===== src/logic/aes_pkg.sv =====
`default_nettype none

package aes_pkg;

    typedef logic [7:0]   aes_byte_t;
    typedef logic [31:0]  aes_word_t;
    typedef logic [127:0] aes_block_t;
    typedef logic [255:0] aes_key_t;
    typedef logic [3:0]   round_idx_t;
    typedef logic [3:0]   byte_idx_t;

    // AES-256 round count
    localparam round_idx_t AES_ROUNDS = 4'd14;

    // Forward S-box, row 0 in the top bits
    localparam logic [2047:0] SBOX_TABLE = {
        128'h637c777bf26b6fc53001672bfed7ab76,
        128'hca82c97dfa5947f0add4a2af9ca472c0,
        128'hb7fd9326363ff7cc34a5e5f171d83115,
        128'h04c723c31896059a071280e2eb27b275,
        128'h09832c1a1b6e5aa0523bd6b329e32f84,
        128'h53d100ed20fcb15b6acbbe394a4c58cf,
        128'hd0efaafb434d338545f9027f503c9fa8,
        128'h51a3408f929d38f5bcb6da2110fff3d2,
        128'hcd0c13ec5f974417c4a77e3d645d1973,
        128'h60814fdc222a908846eeb814de5e0bdb,
        128'he0323a0a4906245cc2d3ac629195e479,
        128'he7c8376d8dd54ea96c56f4ea657aae08,
        128'hba78252e1ca6b4c6e8dd741f4bbd8b8a,
        128'h703eb5664803f60e613557b986c11d9e,
        128'he1f8981169d98e949b1e87e9ce5528df,
        128'h8ca1890dbfe6426841992d0fb054bb16
    };

    // Byte b sits at bit offset (255 - b) * 8
    function automatic aes_byte_t sbox(input aes_byte_t b);
        return SBOX_TABLE[{~b, 3'b000} +: 8];
    endfunction

endpackage

`default_nettype wire


===== src/logic/aes_host_pkg.sv =====
`default_nettype none

package aes_host_pkg;

    typedef enum logic [1:0]
    {
        ADDR_FLAGS  = 2'd0,
        ADDR_PLAIN  = 2'd1,
        ADDR_KEY_LO = 2'd2,
        ADDR_KEY_HI = 2'd3
    } host_addr_t;

    localparam int FLAG_COUNT = 5;

    typedef logic [2:0]            flag_pos_t;
    typedef logic [FLAG_COUNT-1:0] ctrl_flags_t;

    // Flags 2 to 4 are plain storage
    localparam flag_pos_t FLAG_ENABLE = 3'd0;
    localparam flag_pos_t FLAG_IRQ_EN = 3'd1;

    typedef struct packed
    {
        logic                 wr_en;
        host_addr_t           addr;
        flag_pos_t            pos;
        logic                 flag_val;
        aes_pkg::aes_block_t  wdata;
    } host_cmd_t;

    typedef struct packed
    {
        logic                 start;
        aes_pkg::aes_block_t  block;
        aes_pkg::aes_key_t    key;
    } exec_req_t;

    typedef struct packed
    {
        logic                 done;
        aes_pkg::aes_block_t  block;
    } exec_rsp_t;

endpackage

`default_nettype wire


===== src/logic/aes256_enc.sv =====
`timescale 1ns/1ps
`default_nettype none

module aes256_enc
(
    input  wire logic                      clk,
    input  wire logic                      rst,
    input  wire logic                      wr_en,
    input  wire aes_host_pkg::host_addr_t  addr,
    input  wire aes_host_pkg::flag_pos_t   pos,
    input  wire logic                      flag_val,
    input  wire aes_pkg::aes_block_t       wdata,
    output aes_pkg::aes_block_t            ciphertext,
    output logic                           done,
    output logic                           busy,
    output logic                           irq,
    output aes_host_pkg::ctrl_flags_t      flags
);

    aes_host_pkg::host_cmd_t  cmd;
    aes_host_pkg::exec_req_t  req;
    aes_host_pkg::exec_rsp_t  rsp;

    // Host write bundle
    assign cmd = '{wr_en: wr_en, addr: addr, pos: pos, flag_val: flag_val, wdata: wdata};

    aes_cmd_decode u_cmd_decode
    (
        .clk   (clk),
        .rst   (rst),
        .cmd   (cmd),
        .busy  (busy),
        .req   (req),
        .flags (flags)
    );

    aes_round_exec u_round_exec
    (
        .clk  (clk),
        .rst  (rst),
        .req  (req),
        .busy (busy),
        .rsp  (rsp)
    );

    aes_result_reg u_result_reg
    (
        .clk        (clk),
        .rst        (rst),
        .start      (req.start),
        .rsp        (rsp),
        .irq_en     (flags[aes_host_pkg::FLAG_IRQ_EN]),
        .ciphertext (ciphertext),
        .done       (done),
        .irq        (irq)
    );

endmodule

`default_nettype wire


===== src/logic/aes_cmd_decode.sv =====
`timescale 1ns/1ps
`default_nettype none

module aes_cmd_decode
(
    input  wire logic                     clk,
    input  wire logic                     rst,
    input  wire aes_host_pkg::host_cmd_t  cmd,
    input  wire logic                     busy,
    output aes_host_pkg::exec_req_t       req,
    output aes_host_pkg::ctrl_flags_t     flags
);

    aes_host_pkg::ctrl_flags_t  flags_q;
    aes_pkg::aes_key_t          key_q;
    logic                       start_q;
    aes_pkg::aes_block_t        block_q;
    aes_pkg::aes_key_t          req_key_q;
    logic                       accept;

    // A start needs the enable flag and an idle core
    // start_q covers the cycle before busy rises
    assign accept = cmd.wr_en && (cmd.addr == aes_host_pkg::ADDR_PLAIN) &&
                    flags_q[aes_host_pkg::FLAG_ENABLE] && !busy && !start_q;

    always_ff @(posedge clk)
    begin
        if (rst)
        begin
            flags_q <= '0;
            key_q   <= '0;
            start_q <= 1'b0;
        end
        else
        begin
            start_q <= accept;
            if (cmd.wr_en && (cmd.addr == aes_host_pkg::ADDR_FLAGS) &&
                (cmd.pos < aes_host_pkg::FLAG_COUNT))
                flags_q[cmd.pos] <= cmd.flag_val;
            if (cmd.wr_en && (cmd.addr == aes_host_pkg::ADDR_KEY_LO))
                key_q[127:0] <= cmd.wdata;
            if (cmd.wr_en && (cmd.addr == aes_host_pkg::ADDR_KEY_HI))
                key_q[255:128] <= cmd.wdata;
        end
    end

    // Snapshot of plaintext and key that goes out with the strobe
    always_ff @(posedge clk)
    begin
        if (accept)
        begin
            block_q   <= cmd.wdata;
            req_key_q <= key_q;
        end
    end

    assign req.start = start_q;
    assign req.block = block_q;
    assign req.key   = req_key_q;
    assign flags     = flags_q;

endmodule

`default_nettype wire


===== src/logic/aes_key_expand.sv =====
`timescale 1ns/1ps
`default_nettype none

module aes_key_expand
(
    input  wire logic                 clk,
    input  wire logic                 rst,
    input  wire logic                 load,
    input  wire aes_pkg::aes_key_t    key,
    input  wire logic                 step,
    input  wire aes_pkg::round_idx_t  round,
    output aes_pkg::aes_block_t       round_key
);

    // Window holds words w[i-8] .. w[i-1], oldest word in the top bits
    aes_pkg::aes_key_t   win;
    aes_pkg::aes_word_t  t;
    aes_pkg::aes_word_t  n0;
    aes_pkg::aes_word_t  n1;
    aes_pkg::aes_word_t  n2;
    aes_pkg::aes_word_t  n3;
    aes_pkg::round_idx_t rcon_idx;
    aes_pkg::aes_byte_t  rcon;

    function automatic aes_pkg::aes_word_t sub_word(input aes_pkg::aes_word_t w);
        return {aes_pkg::sbox(w[31:24]), aes_pkg::sbox(w[23:16]),
                aes_pkg::sbox(w[15:8]),  aes_pkg::sbox(w[7:0])};
    endfunction

    // Odd rounds produce a word index that is a multiple of 8
    assign rcon_idx = (round + 4'd1) >> 1;
    assign rcon     = 8'h01 << (rcon_idx - 4'd1);

    always_comb
    begin
        if (round[0])
            t = sub_word({win[23:0], win[31:24]}) ^ {rcon, 24'h000000};
        else
            t = sub_word(win[31:0]);
        n0 = win[255:224] ^ t;
        n1 = win[223:192] ^ n0;
        n2 = win[191:160] ^ n1;
        n3 = win[159:128] ^ n2;
    end

    always_ff @(posedge clk)
    begin
        if (rst)
            win <= '0;
        else if (load)
            win <= key;
        else if (step)
            win <= {win[127:0], n0, n1, n2, n3};
    end

    // Newest four words are the key of the round in progress
    assign round_key = win[127:0];

endmodule

`default_nettype wire


===== src/logic/aes_result_reg.sv =====
`timescale 1ns/1ps
`default_nettype none

module aes_result_reg
(
    input  wire logic                     clk,
    input  wire logic                     rst,
    input  wire logic                     start,
    input  wire aes_host_pkg::exec_rsp_t  rsp,
    input  wire logic                     irq_en,
    output aes_pkg::aes_block_t           ciphertext,
    output logic                          done,
    output logic                          irq
);

    always_ff @(posedge clk)
    begin
        if (rst)
        begin
            ciphertext <= '0;
            done       <= 1'b0;
            irq        <= 1'b0;
        end
        else
        begin
            // irq lasts one cycle, done stays until the next start
            irq <= 1'b0;
            if (rsp.done)
            begin
                ciphertext <= rsp.block;
                done       <= 1'b1;
                irq        <= irq_en;
            end
            else if (start)
                done <= 1'b0;
        end
    end

endmodule

`default_nettype wire


===== src/logic/aes_round_exec.sv =====
`timescale 1ns/1ps
`default_nettype none

module aes_round_exec
(
    input  wire logic                     clk,
    input  wire logic                     rst,
    input  wire aes_host_pkg::exec_req_t  req,
    output logic                          busy,
    output aes_host_pkg::exec_rsp_t       rsp
);

    typedef enum logic [1:0]
    {
        IDLE = 2'd0,
        SUB  = 2'd1,
        MIX  = 2'd2
    } exec_state_t;

    exec_state_t          fsm;
    aes_pkg::aes_block_t  blk;
    aes_pkg::byte_idx_t   cnt;
    aes_pkg::round_idx_t  round_q;
    logic                 done_q;
    aes_pkg::aes_block_t  round_key;
    aes_pkg::aes_block_t  shifted;
    aes_pkg::aes_block_t  mixed;
    aes_pkg::aes_block_t  mix_out;
    logic                 key_load;
    logic                 key_step;

    function automatic aes_pkg::aes_byte_t xtime(input aes_pkg::aes_byte_t b);
        return {b[6:0], 1'b0} ^ (b[7] ? 8'h1b : 8'h00);
    endfunction

    function automatic aes_pkg::aes_word_t mix_column(input aes_pkg::aes_word_t w);
        aes_pkg::aes_byte_t a0;
        aes_pkg::aes_byte_t a1;
        aes_pkg::aes_byte_t a2;
        aes_pkg::aes_byte_t a3;
        a0 = w[31:24];
        a1 = w[23:16];
        a2 = w[15:8];
        a3 = w[7:0];
        // 3x is xtime(x) ^ x
        return {xtime(a0) ^ xtime(a1) ^ a1 ^ a2 ^ a3,
                a0 ^ xtime(a1) ^ xtime(a2) ^ a2 ^ a3,
                a0 ^ a1 ^ xtime(a2) ^ xtime(a3) ^ a3,
                xtime(a0) ^ a0 ^ a1 ^ a2 ^ xtime(a3)};
    endfunction

    // Byte 4c+r holds row r, column c; row r rotates left by r
    function automatic aes_pkg::aes_block_t shift_rows(input aes_pkg::aes_block_t s);
        aes_pkg::aes_block_t o;
        int c;
        int r;
        o = '0;
        for (c = 0; c < 4; c++)
        begin
            for (r = 0; r < 4; r++)
                o[127 - 8*(4*c + r) -: 8] = s[127 - 8*(4*((c + r) % 4) + r) -: 8];
        end
        return o;
    endfunction

    always_comb
    begin
        shifted = shift_rows(blk);
        mixed   = {mix_column(shifted[127:96]), mix_column(shifted[95:64]),
                   mix_column(shifted[63:32]),  mix_column(shifted[31:0])};
        // Final round has no MixColumns
        if (round_q == aes_pkg::AES_ROUNDS)
            mix_out = shifted ^ round_key;
        else
            mix_out = mixed ^ round_key;
    end

    assign key_load = (fsm == IDLE) && req.start;
    assign key_step = (fsm == MIX);

    aes_key_expand u_key_expand
    (
        .clk       (clk),
        .rst       (rst),
        .load      (key_load),
        .key       (req.key),
        .step      (key_step),
        .round     (round_q),
        .round_key (round_key)
    );

    always_ff @(posedge clk)
    begin
        if (rst)
        begin
            fsm     <= IDLE;
            cnt     <= '0;
            round_q <= '0;
            done_q  <= 1'b0;
        end
        else
        begin
            done_q <= 1'b0;
            case (fsm)
                IDLE:
                begin
                    if (req.start)
                    begin
                        round_q <= 4'd1;
                        cnt     <= '0;
                        fsm     <= SUB;
                    end
                end
                SUB:
                begin
                    cnt <= cnt + 4'd1;
                    if (cnt == 4'd15)
                        fsm <= MIX;
                end
                MIX:
                begin
                    if (round_q == aes_pkg::AES_ROUNDS)
                    begin
                        done_q <= 1'b1;
                        fsm    <= IDLE;
                    end
                    else
                    begin
                        round_q <= round_q + 4'd1;
                        fsm     <= SUB;
                    end
                end
                default:
                    fsm <= IDLE;
            endcase
        end
    end

    // State block, initial AddRoundKey uses the first key half directly
    always_ff @(posedge clk)
    begin
        if (fsm == IDLE && req.start)
            blk <= req.block ^ req.key[255:128];
        else if (fsm == SUB)
            blk[{cnt, 3'b000} +: 8] <= aes_pkg::sbox(blk[{cnt, 3'b000} +: 8]);
        else if (fsm == MIX)
            blk <= mix_out;
    end

    assign busy      = (fsm != IDLE);
    assign rsp.done  = done_q;
    assign rsp.block = blk;

endmodule

`default_nettype wire


===== config.mk =====
export PLATFORM = sky130hd
export DESIGN_NAME = aes256_enc
export DESIGN_NICKNAME = d
export VERILOG_FILES = /design/src/logic/aes_pkg.sv /design/src/logic/aes_host_pkg.sv /design/src/logic/aes256_enc.sv /design/src/logic/aes_cmd_decode.sv /design/src/logic/aes_key_expand.sv /design/src/logic/aes_result_reg.sv /design/src/logic/aes_round_exec.sv
export SDC_FILE = /design/constraint.sdc
export NUM_CORES = 2
export LEC_CHECK = 0
export BUFFER_PORTS_ARGS = -buffer_cell sky130_fd_sc_hd__buf_2
export CORE_MARGIN = 10
export CORE_UTILIZATION = 40
export CTS_CLUSTER_DIAMETER = 60
export DETAILED_ROUTE_END_ITERATION = 7
export PLACE_DENSITY = 0.59
export SYNTH_ARGS = -nofsm -noshare
export SYNTH_HDL_FRONTEND = slang
export SYNTH_SLANG_ARGS = --single-unit
export TNS_END_PERCENT = 1

===== constraint.sdc =====
create_clock -name clk -period 51.5 [get_ports clk]
set_clock_uncertainty 0.2 [all_clocks]
set_input_delay 5.15 -clock clk [delete_from_list [all_inputs] [get_ports clk]]
set_output_delay 5.15 -clock clk [all_outputs]
set_load 0.005 [all_outputs]

======== After elaboration in Yosys (flattened, before gate mapping) ========
Index checks and enable logic that the tools add are counted.
storage, ports and cells
  register bits ........................... 1171
  bits of input ports ..................... 137
  output and inout bits ................... 136
  word-level logic and storage cells ...... 200
operators by class
  add/sub/neg operators ................... 4
  order comparisons ....................... 3
  equal/unequal tests ..................... 10
  shifts and indexed selects .............. 9
  muxes and demuxes ....................... 39
  bitwise gates (word level) .............. 95
  reductions and logical operators ........ 25
operator list
  operator                                                      number
  indexed part select 2048 x 12 -> 8 bit, first input constant  5
  XOR 8 bit                                                     80
  two-way mux 128 bit                                           4
  two-way mux 256 bit                                           2
  XOR 128 bit                                                   3
  XOR 32 bit                                                    5
  bitwise mux 128 bit                                           1
  variable shift 8 x 9 -> 128 bit, first input constant         1
  indexed part select 128 x 8 -> 8 bit                          1
  indexed part select 8 x 9 -> 128 bit                          1
  two-way mux 5 bit                                             16
  NOT 8 bit                                                     5
  two-way mux 32 bit                                            1
  one-hot mux 4 bit (2 select lines)                            2
  two-way mux 4 bit                                             3
  logical AND 1 bit                                             10
  nonzero test 2 bit                                            5
  negator 7 -> 9 bit                                            1
  adder 4 x 1 -> 4 bit, second input constant                   2
  == test 4 bit, second input constant                          2
  << shifter 1 x 4 -> 8 bit, first input constant               1
  == test 2 bit, second input constant                          3
  one-hot mux 2 bit (3 select lines)                            1
  bitwise mux 5 bit                                             1
  other kinds (17)                                              29

======== Logic depth before layout (Yosys ltp) ========
  depth after elaboration ................. 11
  mapped depth ............................ 20

======== Hierarchy ========
From an unflattened synthesis, not the netlist that was laid out.
unflattened totals
  cells, all modules ...................... 8323
  area, all modules ....................... 74211.2 um2
modules (own cells, without submodules)
  module          times used  cells each  area an instance (um2)  sequential area each (um2)
  aes_key_expand  1           4075        29897.4                 5124.9
  aes_cmd_decode  1           1526        20657.3                 16776.1
  aes_round_exec  1           2303        18945.7                 4063.9
  aes_result_reg  1           419         4710.8                  2602.5

======== Least setup slack after synthesis ========
Ideal clock, no wire load.
  path kind ............................... input port to flip-flop
  start ................................... input port addr[1]
  end ..................................... register u_cmd_decode.block_q[0], enable pin
  setup time .............................. 1.600 ns
  data arrival time ....................... 31.342 ns
  slack ................................... 18.358 ns
  stages .................................. 2
  cells stage by stage .................... nand2b_1 -> nor3_1
on the way
  cells in the longest elaborated chain, start to end .. 5
RTL lines
  element                         RTL line              RTL
  start: declaration              aes256_enc.sv:9       input wire aes_host_pkg::host_addr_t addr,
  == test 2 x 1 -> 1 bit          aes_cmd_decode.sv:23  assign accept = cmd.wr_en && (cmd.addr == aes_host_pkg::ADDR_PLAIN) &&
  logical AND 1 bit (2 in a row)  aes_cmd_decode.sv:23
  logical AND 1 bit (2 in a row)  aes_cmd_decode.sv:24  flags_q[aes_host_pkg::FLAG_ENABLE] && !busy && !start_q;
  via u_cmd_decode.accept         aes_cmd_decode.sv:19  logic accept;
  end signal: assignment          aes_cmd_decode.sv:52  block_q <= cmd.wdata;
  end: declaration                aes_cmd_decode.sv:17  aes_pkg::aes_block_t block_q;
The timed path passes the listed nets, and every way through them passes these cells.
A chain may end at the register's enable or synchronous reset.

======== Final worst setup path ========
  start ................................... input port addr[1]
  end ..................................... register u_cmd_decode.req_key_q[137], enable pin
on the way
  cells in the longest elaborated chain, start to end .. 5
RTL lines
  element                         RTL line              RTL
  == test 2 x 1 -> 1 bit          aes_cmd_decode.sv:23
  logical AND 1 bit (2 in a row)  aes_cmd_decode.sv:23
  logical AND 1 bit (2 in a row)  aes_cmd_decode.sv:24
  via u_cmd_decode.accept         aes_cmd_decode.sv:19
  end signal: assignment          aes_cmd_decode.sv:53  req_key_q <= key_q;
  end: declaration                aes_cmd_decode.sv:18  aes_pkg::aes_key_t req_key_q;
The timed path passes the listed nets, and every way through them passes these cells.

==> results.txt <==
Status = complete, but fails checks
Failing checks = design-rule violations
Unrepaired setup endpoints after global routing = no
Final WL = 329000 µm
Mapped Nets = 8169
Vias in the first global route = 59800
Top_reg_cell synth = dfxtp_1
Clock-pin slew on the worst setup and hold paths = 0.07 ns
Buffers and inverters on the worst path = 4
Core footprint = 177000 µm²
Relative slew slack = 8.43%
Ys Warns = 0
Worst R2R Start = u_round_exec.u_key_expand.win[24]$_SDFFE_PP0P_
I/O Buffers = 272
Crit path max-delay family = buffers and inverters
Initial drt markers = 9653
Setup bufs post-CTS = 0
LEAKAGE = 26.2 nW
# rows = 154
Antenna-violating nets left = 0
Wire length of the first global-routing pass = 460000 µm
CTS tree = built
Yosys top cell area share = 21.5%
Die width = 442 µm
Max-slew violation count = 0
Total GRT Usage = 31.7%
Met1 Use GR = 41.5%
Final setup TNS = 0 ns
Min Clock Period, post-route = 7.98 ns
Clock latency at the later pin of the worst-skew pair = 0.84 ns
Slew @ Worst Pin = 1.34 ns
Final Hold Vio Count = 0
Fraction of registers with async set/reset = 0%
Critical path class = input port to flop
GRT busiest layer = met2
Count of cell types in the netlist = 112
Dominant cells by area after synthesis = edfxtp_1 22%, dfxtp_1 18%, xnor2_1 6.0%
Vias = 64800
Pre-Repair DR Iteration Count = 8
FMAX = 125 MHz
Slowest cell on crit path = buf_4
Final HPWL DP = 231000 µm
Initial Util = 40.4%
CTS resizes = 0
Die area = 196000 µm²
Largest net degree at the start of global routing = 144
Gr ovfl total = 0
Critical Path Start = addr[1]
Worst EP required = 51.67 ns
Final GP Congestion = 1.01
Startpoint types = input port
Post-route DRC = 2
Crit path arrival time = 8.14 ns
Area leader, netlist = edfxtp_1
Nets@finish = 7948
Antenna violations before repair = 26
CTS HTree Levels = 3
Tcrit/Tclk final = 15.5%
Share of layout cells above drive strength 1 = 11.8%
CP endpoint kind = flop
WL/cell = 32.3 µm
Worst VDD drop = 0.0000333 V
Num CTS Buffers = 121
DR vias/cell = 6.35
# hold bufs at CTS = 0
Root Driver = clkbuf_16
# IOs = 273
Synth Register Bits = 1171
Worst Hold Class = flop to flop
Synthesized area = 71400 µm²
Crit path cell chain = buf_2 > nand2b_1 > nor3_2 > buf_4 > buf_12 > buf_4
Routing usage on met2 = 47.6%
Most frequent CP cell = buf_4
Max Root-Sink Buffers = 3
Post-Synthesis Cells = 7950
Setup Viol. Count Final = 0
Die extent in y = 442 µm
Final Instance Area = 78000 µm²
Met3 GRT Util = 7.01%
Placed cell area = 73900 µm²
Max Fanout on Critical Path = 143
Max cap viols = 0
Synthesized area per cell = 8.98 µm²
Seq/Total Area, Yosys = 40.0%
CP peak stage delay = 0.76 ns
FILL cells = 17200
Clock Sinks = 1171
EDFF count, synth = 512
P&R area growth vs syn = 9.36%
Min-Delay Startpoint = u_cmd_decode.key_q[160]$_SDFFE_PP0P_
Cell Pwr Density = 32.5 nW/µm²
R2r setup slk = 44.05 ns
[metrics by stage]
stage / hold slack, ns / cells / utilization, % / total power [mW] / setup WS [ns]
after global routing: 0.198 / 10200 / 44.1 / 2.60 / 43.35
after detailed placement: 0.212 / 9946 / 41.8 / 1.63 / 42.76
after CTS: 0.178 / 10200 / 44.1 / 2.52 / 43.55
after global placement: 0.211 / 9946 / 41.8 / 1.63 / 42.79
final: 0.186 / 10200 / 44.2 / 2.54 / 43.52
after floorplan: 0.208 / 7950 / - / 1.41 / 18.36
[per-layer routing]
| layer | vias up | part of all wire (%) |
|---|---|---|
| met3 | 872 | 11 |
| met1 | 31600 | 39 |
| met4 | 16 | 7.1 |
| met2 | 4127 | 43 |
| li1 | 28200 | - |
| met5 | - | 0.035 |
[cell usage after synthesis (all sizes together), types with 18 or more instances]
cell	count
a2111oi	18
a211o	31
a211oi	207
a21o	30
a21oi	713
a221oi	67
a22oi	157
a311oi	36
a31oi	73
a32oi	19
and2	42
and3	26
buf	250
clkbuf	569
dfxtp	659
edfxtp	512
ha	82
inv	64
mux2	18
mux2i	317
mux4	83
nand2	936
nand2b	111
nand3	124
nor2	617
nor2b	86
nor3	140
nor3b	28
o211ai	73
o21a	23
o21ai	487
o221ai	22
o22ai	53
o311ai	45
o31ai	41
or2	27
or3	21
xnor2	493
xor2	362
[where the power goes]
part           internal [mW]  total [mW]  switching (mW)  leakage, nW
Clock                  0.492       0.898           0.406         1.99
Combinational          0.210       0.588           0.378         14.5
Sequential              1.01        1.05          0.0436         9.74
Total                   1.71        2.54           0.828         26.2
[logic make-up (layout without fill, tap and decap cells)]
family	Yosys count	in the layout	synth area share [%]
buffers and inverters	895	782	5.33
other	0	14	0
and+or+nand+nor	2219	2219	13.7
DFF	1171	1171	40.0
xor gates and xnor gates	873	873	11.1
adders and majority gates	83	83	1.45
muxes	418	418	7.36
AOI/OAI and AO/OA	2291	2291	21.0
[registers in the layout, indices dropped and copies added, names as in the netlist, 2 cells and up]
register,cells
u_round_exec.u_key_expand.win,256
u_round_exec.blk,128
u_round_exec.cnt,4
u_cmd_decode.req_key_q,256
u_cmd_decode.flags,5
u_cmd_decode.block_q,128
u_result_reg.ciphertext,128
u_round_exec.fsm,2
u_round_exec.round_q,4
u_cmd_decode.key_q,256
[placed cells by master (no fill, tap or decap), drive strengths merged, types with 19 or more instances in the layout]
| cell | instances |
|---|---|
| a22oi | 157 |
| clkbuf | 161 |
| nor3b | 28 |
| inv | 76 |
| o31ai | 41 |
| nand2 | 936 |
| edfxtp | 512 |
| or2 | 27 |
| nor2 | 617 |
| o211ai | 73 |
| mux2i | 317 |
| nor2b | 86 |
| xor2 | 362 |
| or3 | 21 |
| mux4 | 83 |
| o221ai | 22 |
| a21o | 30 |
| and2 | 42 |
| nor3 | 140 |
| dfxtp | 659 |
| ha | 82 |
| a31oi | 73 |
| a21oi | 713 |
| o311ai | 45 |
| and3 | 26 |
| buf | 475 |
| o22ai | 53 |
| a211o | 31 |
| nand2b | 111 |
| a32oi | 19 |
| o21ai | 487 |
| a211oi | 207 |
| o21a | 23 |
| nand3 | 124 |
| a221oi | 67 |
| clkinv | 62 |
| xnor2 | 493 |
| a311oi | 36 |
[path summary, 6_finish.rpt]
kind                                                         end  depth (start not counted)
setup reg to reg  u_round_exec.u_key_expand.win[35]$_SDFFE_PP0P_                         14
setup / recovery           u_cmd_decode.req_key_q[137]$_DFFE_PP_                          6
hold reg to reg            u_cmd_decode.req_key_q[160]$_DFFE_PP_                          0
hold / removal             u_cmd_decode.req_key_q[160]$_DFFE_PP_                          0
[area by class of cell]
class                   instances  area (µm²)  share of cell area [%]
clock inverters                70         727                   0.932
diodes                         14        35.0                  0.0449
flip-flops and latches       1171       28600                    36.7
clock buffers                 161        3330                    4.27
multi-input cells            5884       39200                    50.2
repair buffers                475        2950                    3.77
well taps                    2340        2930                    3.75
inverters                      76         285                   0.366
(Power assumes the default switching activity.)
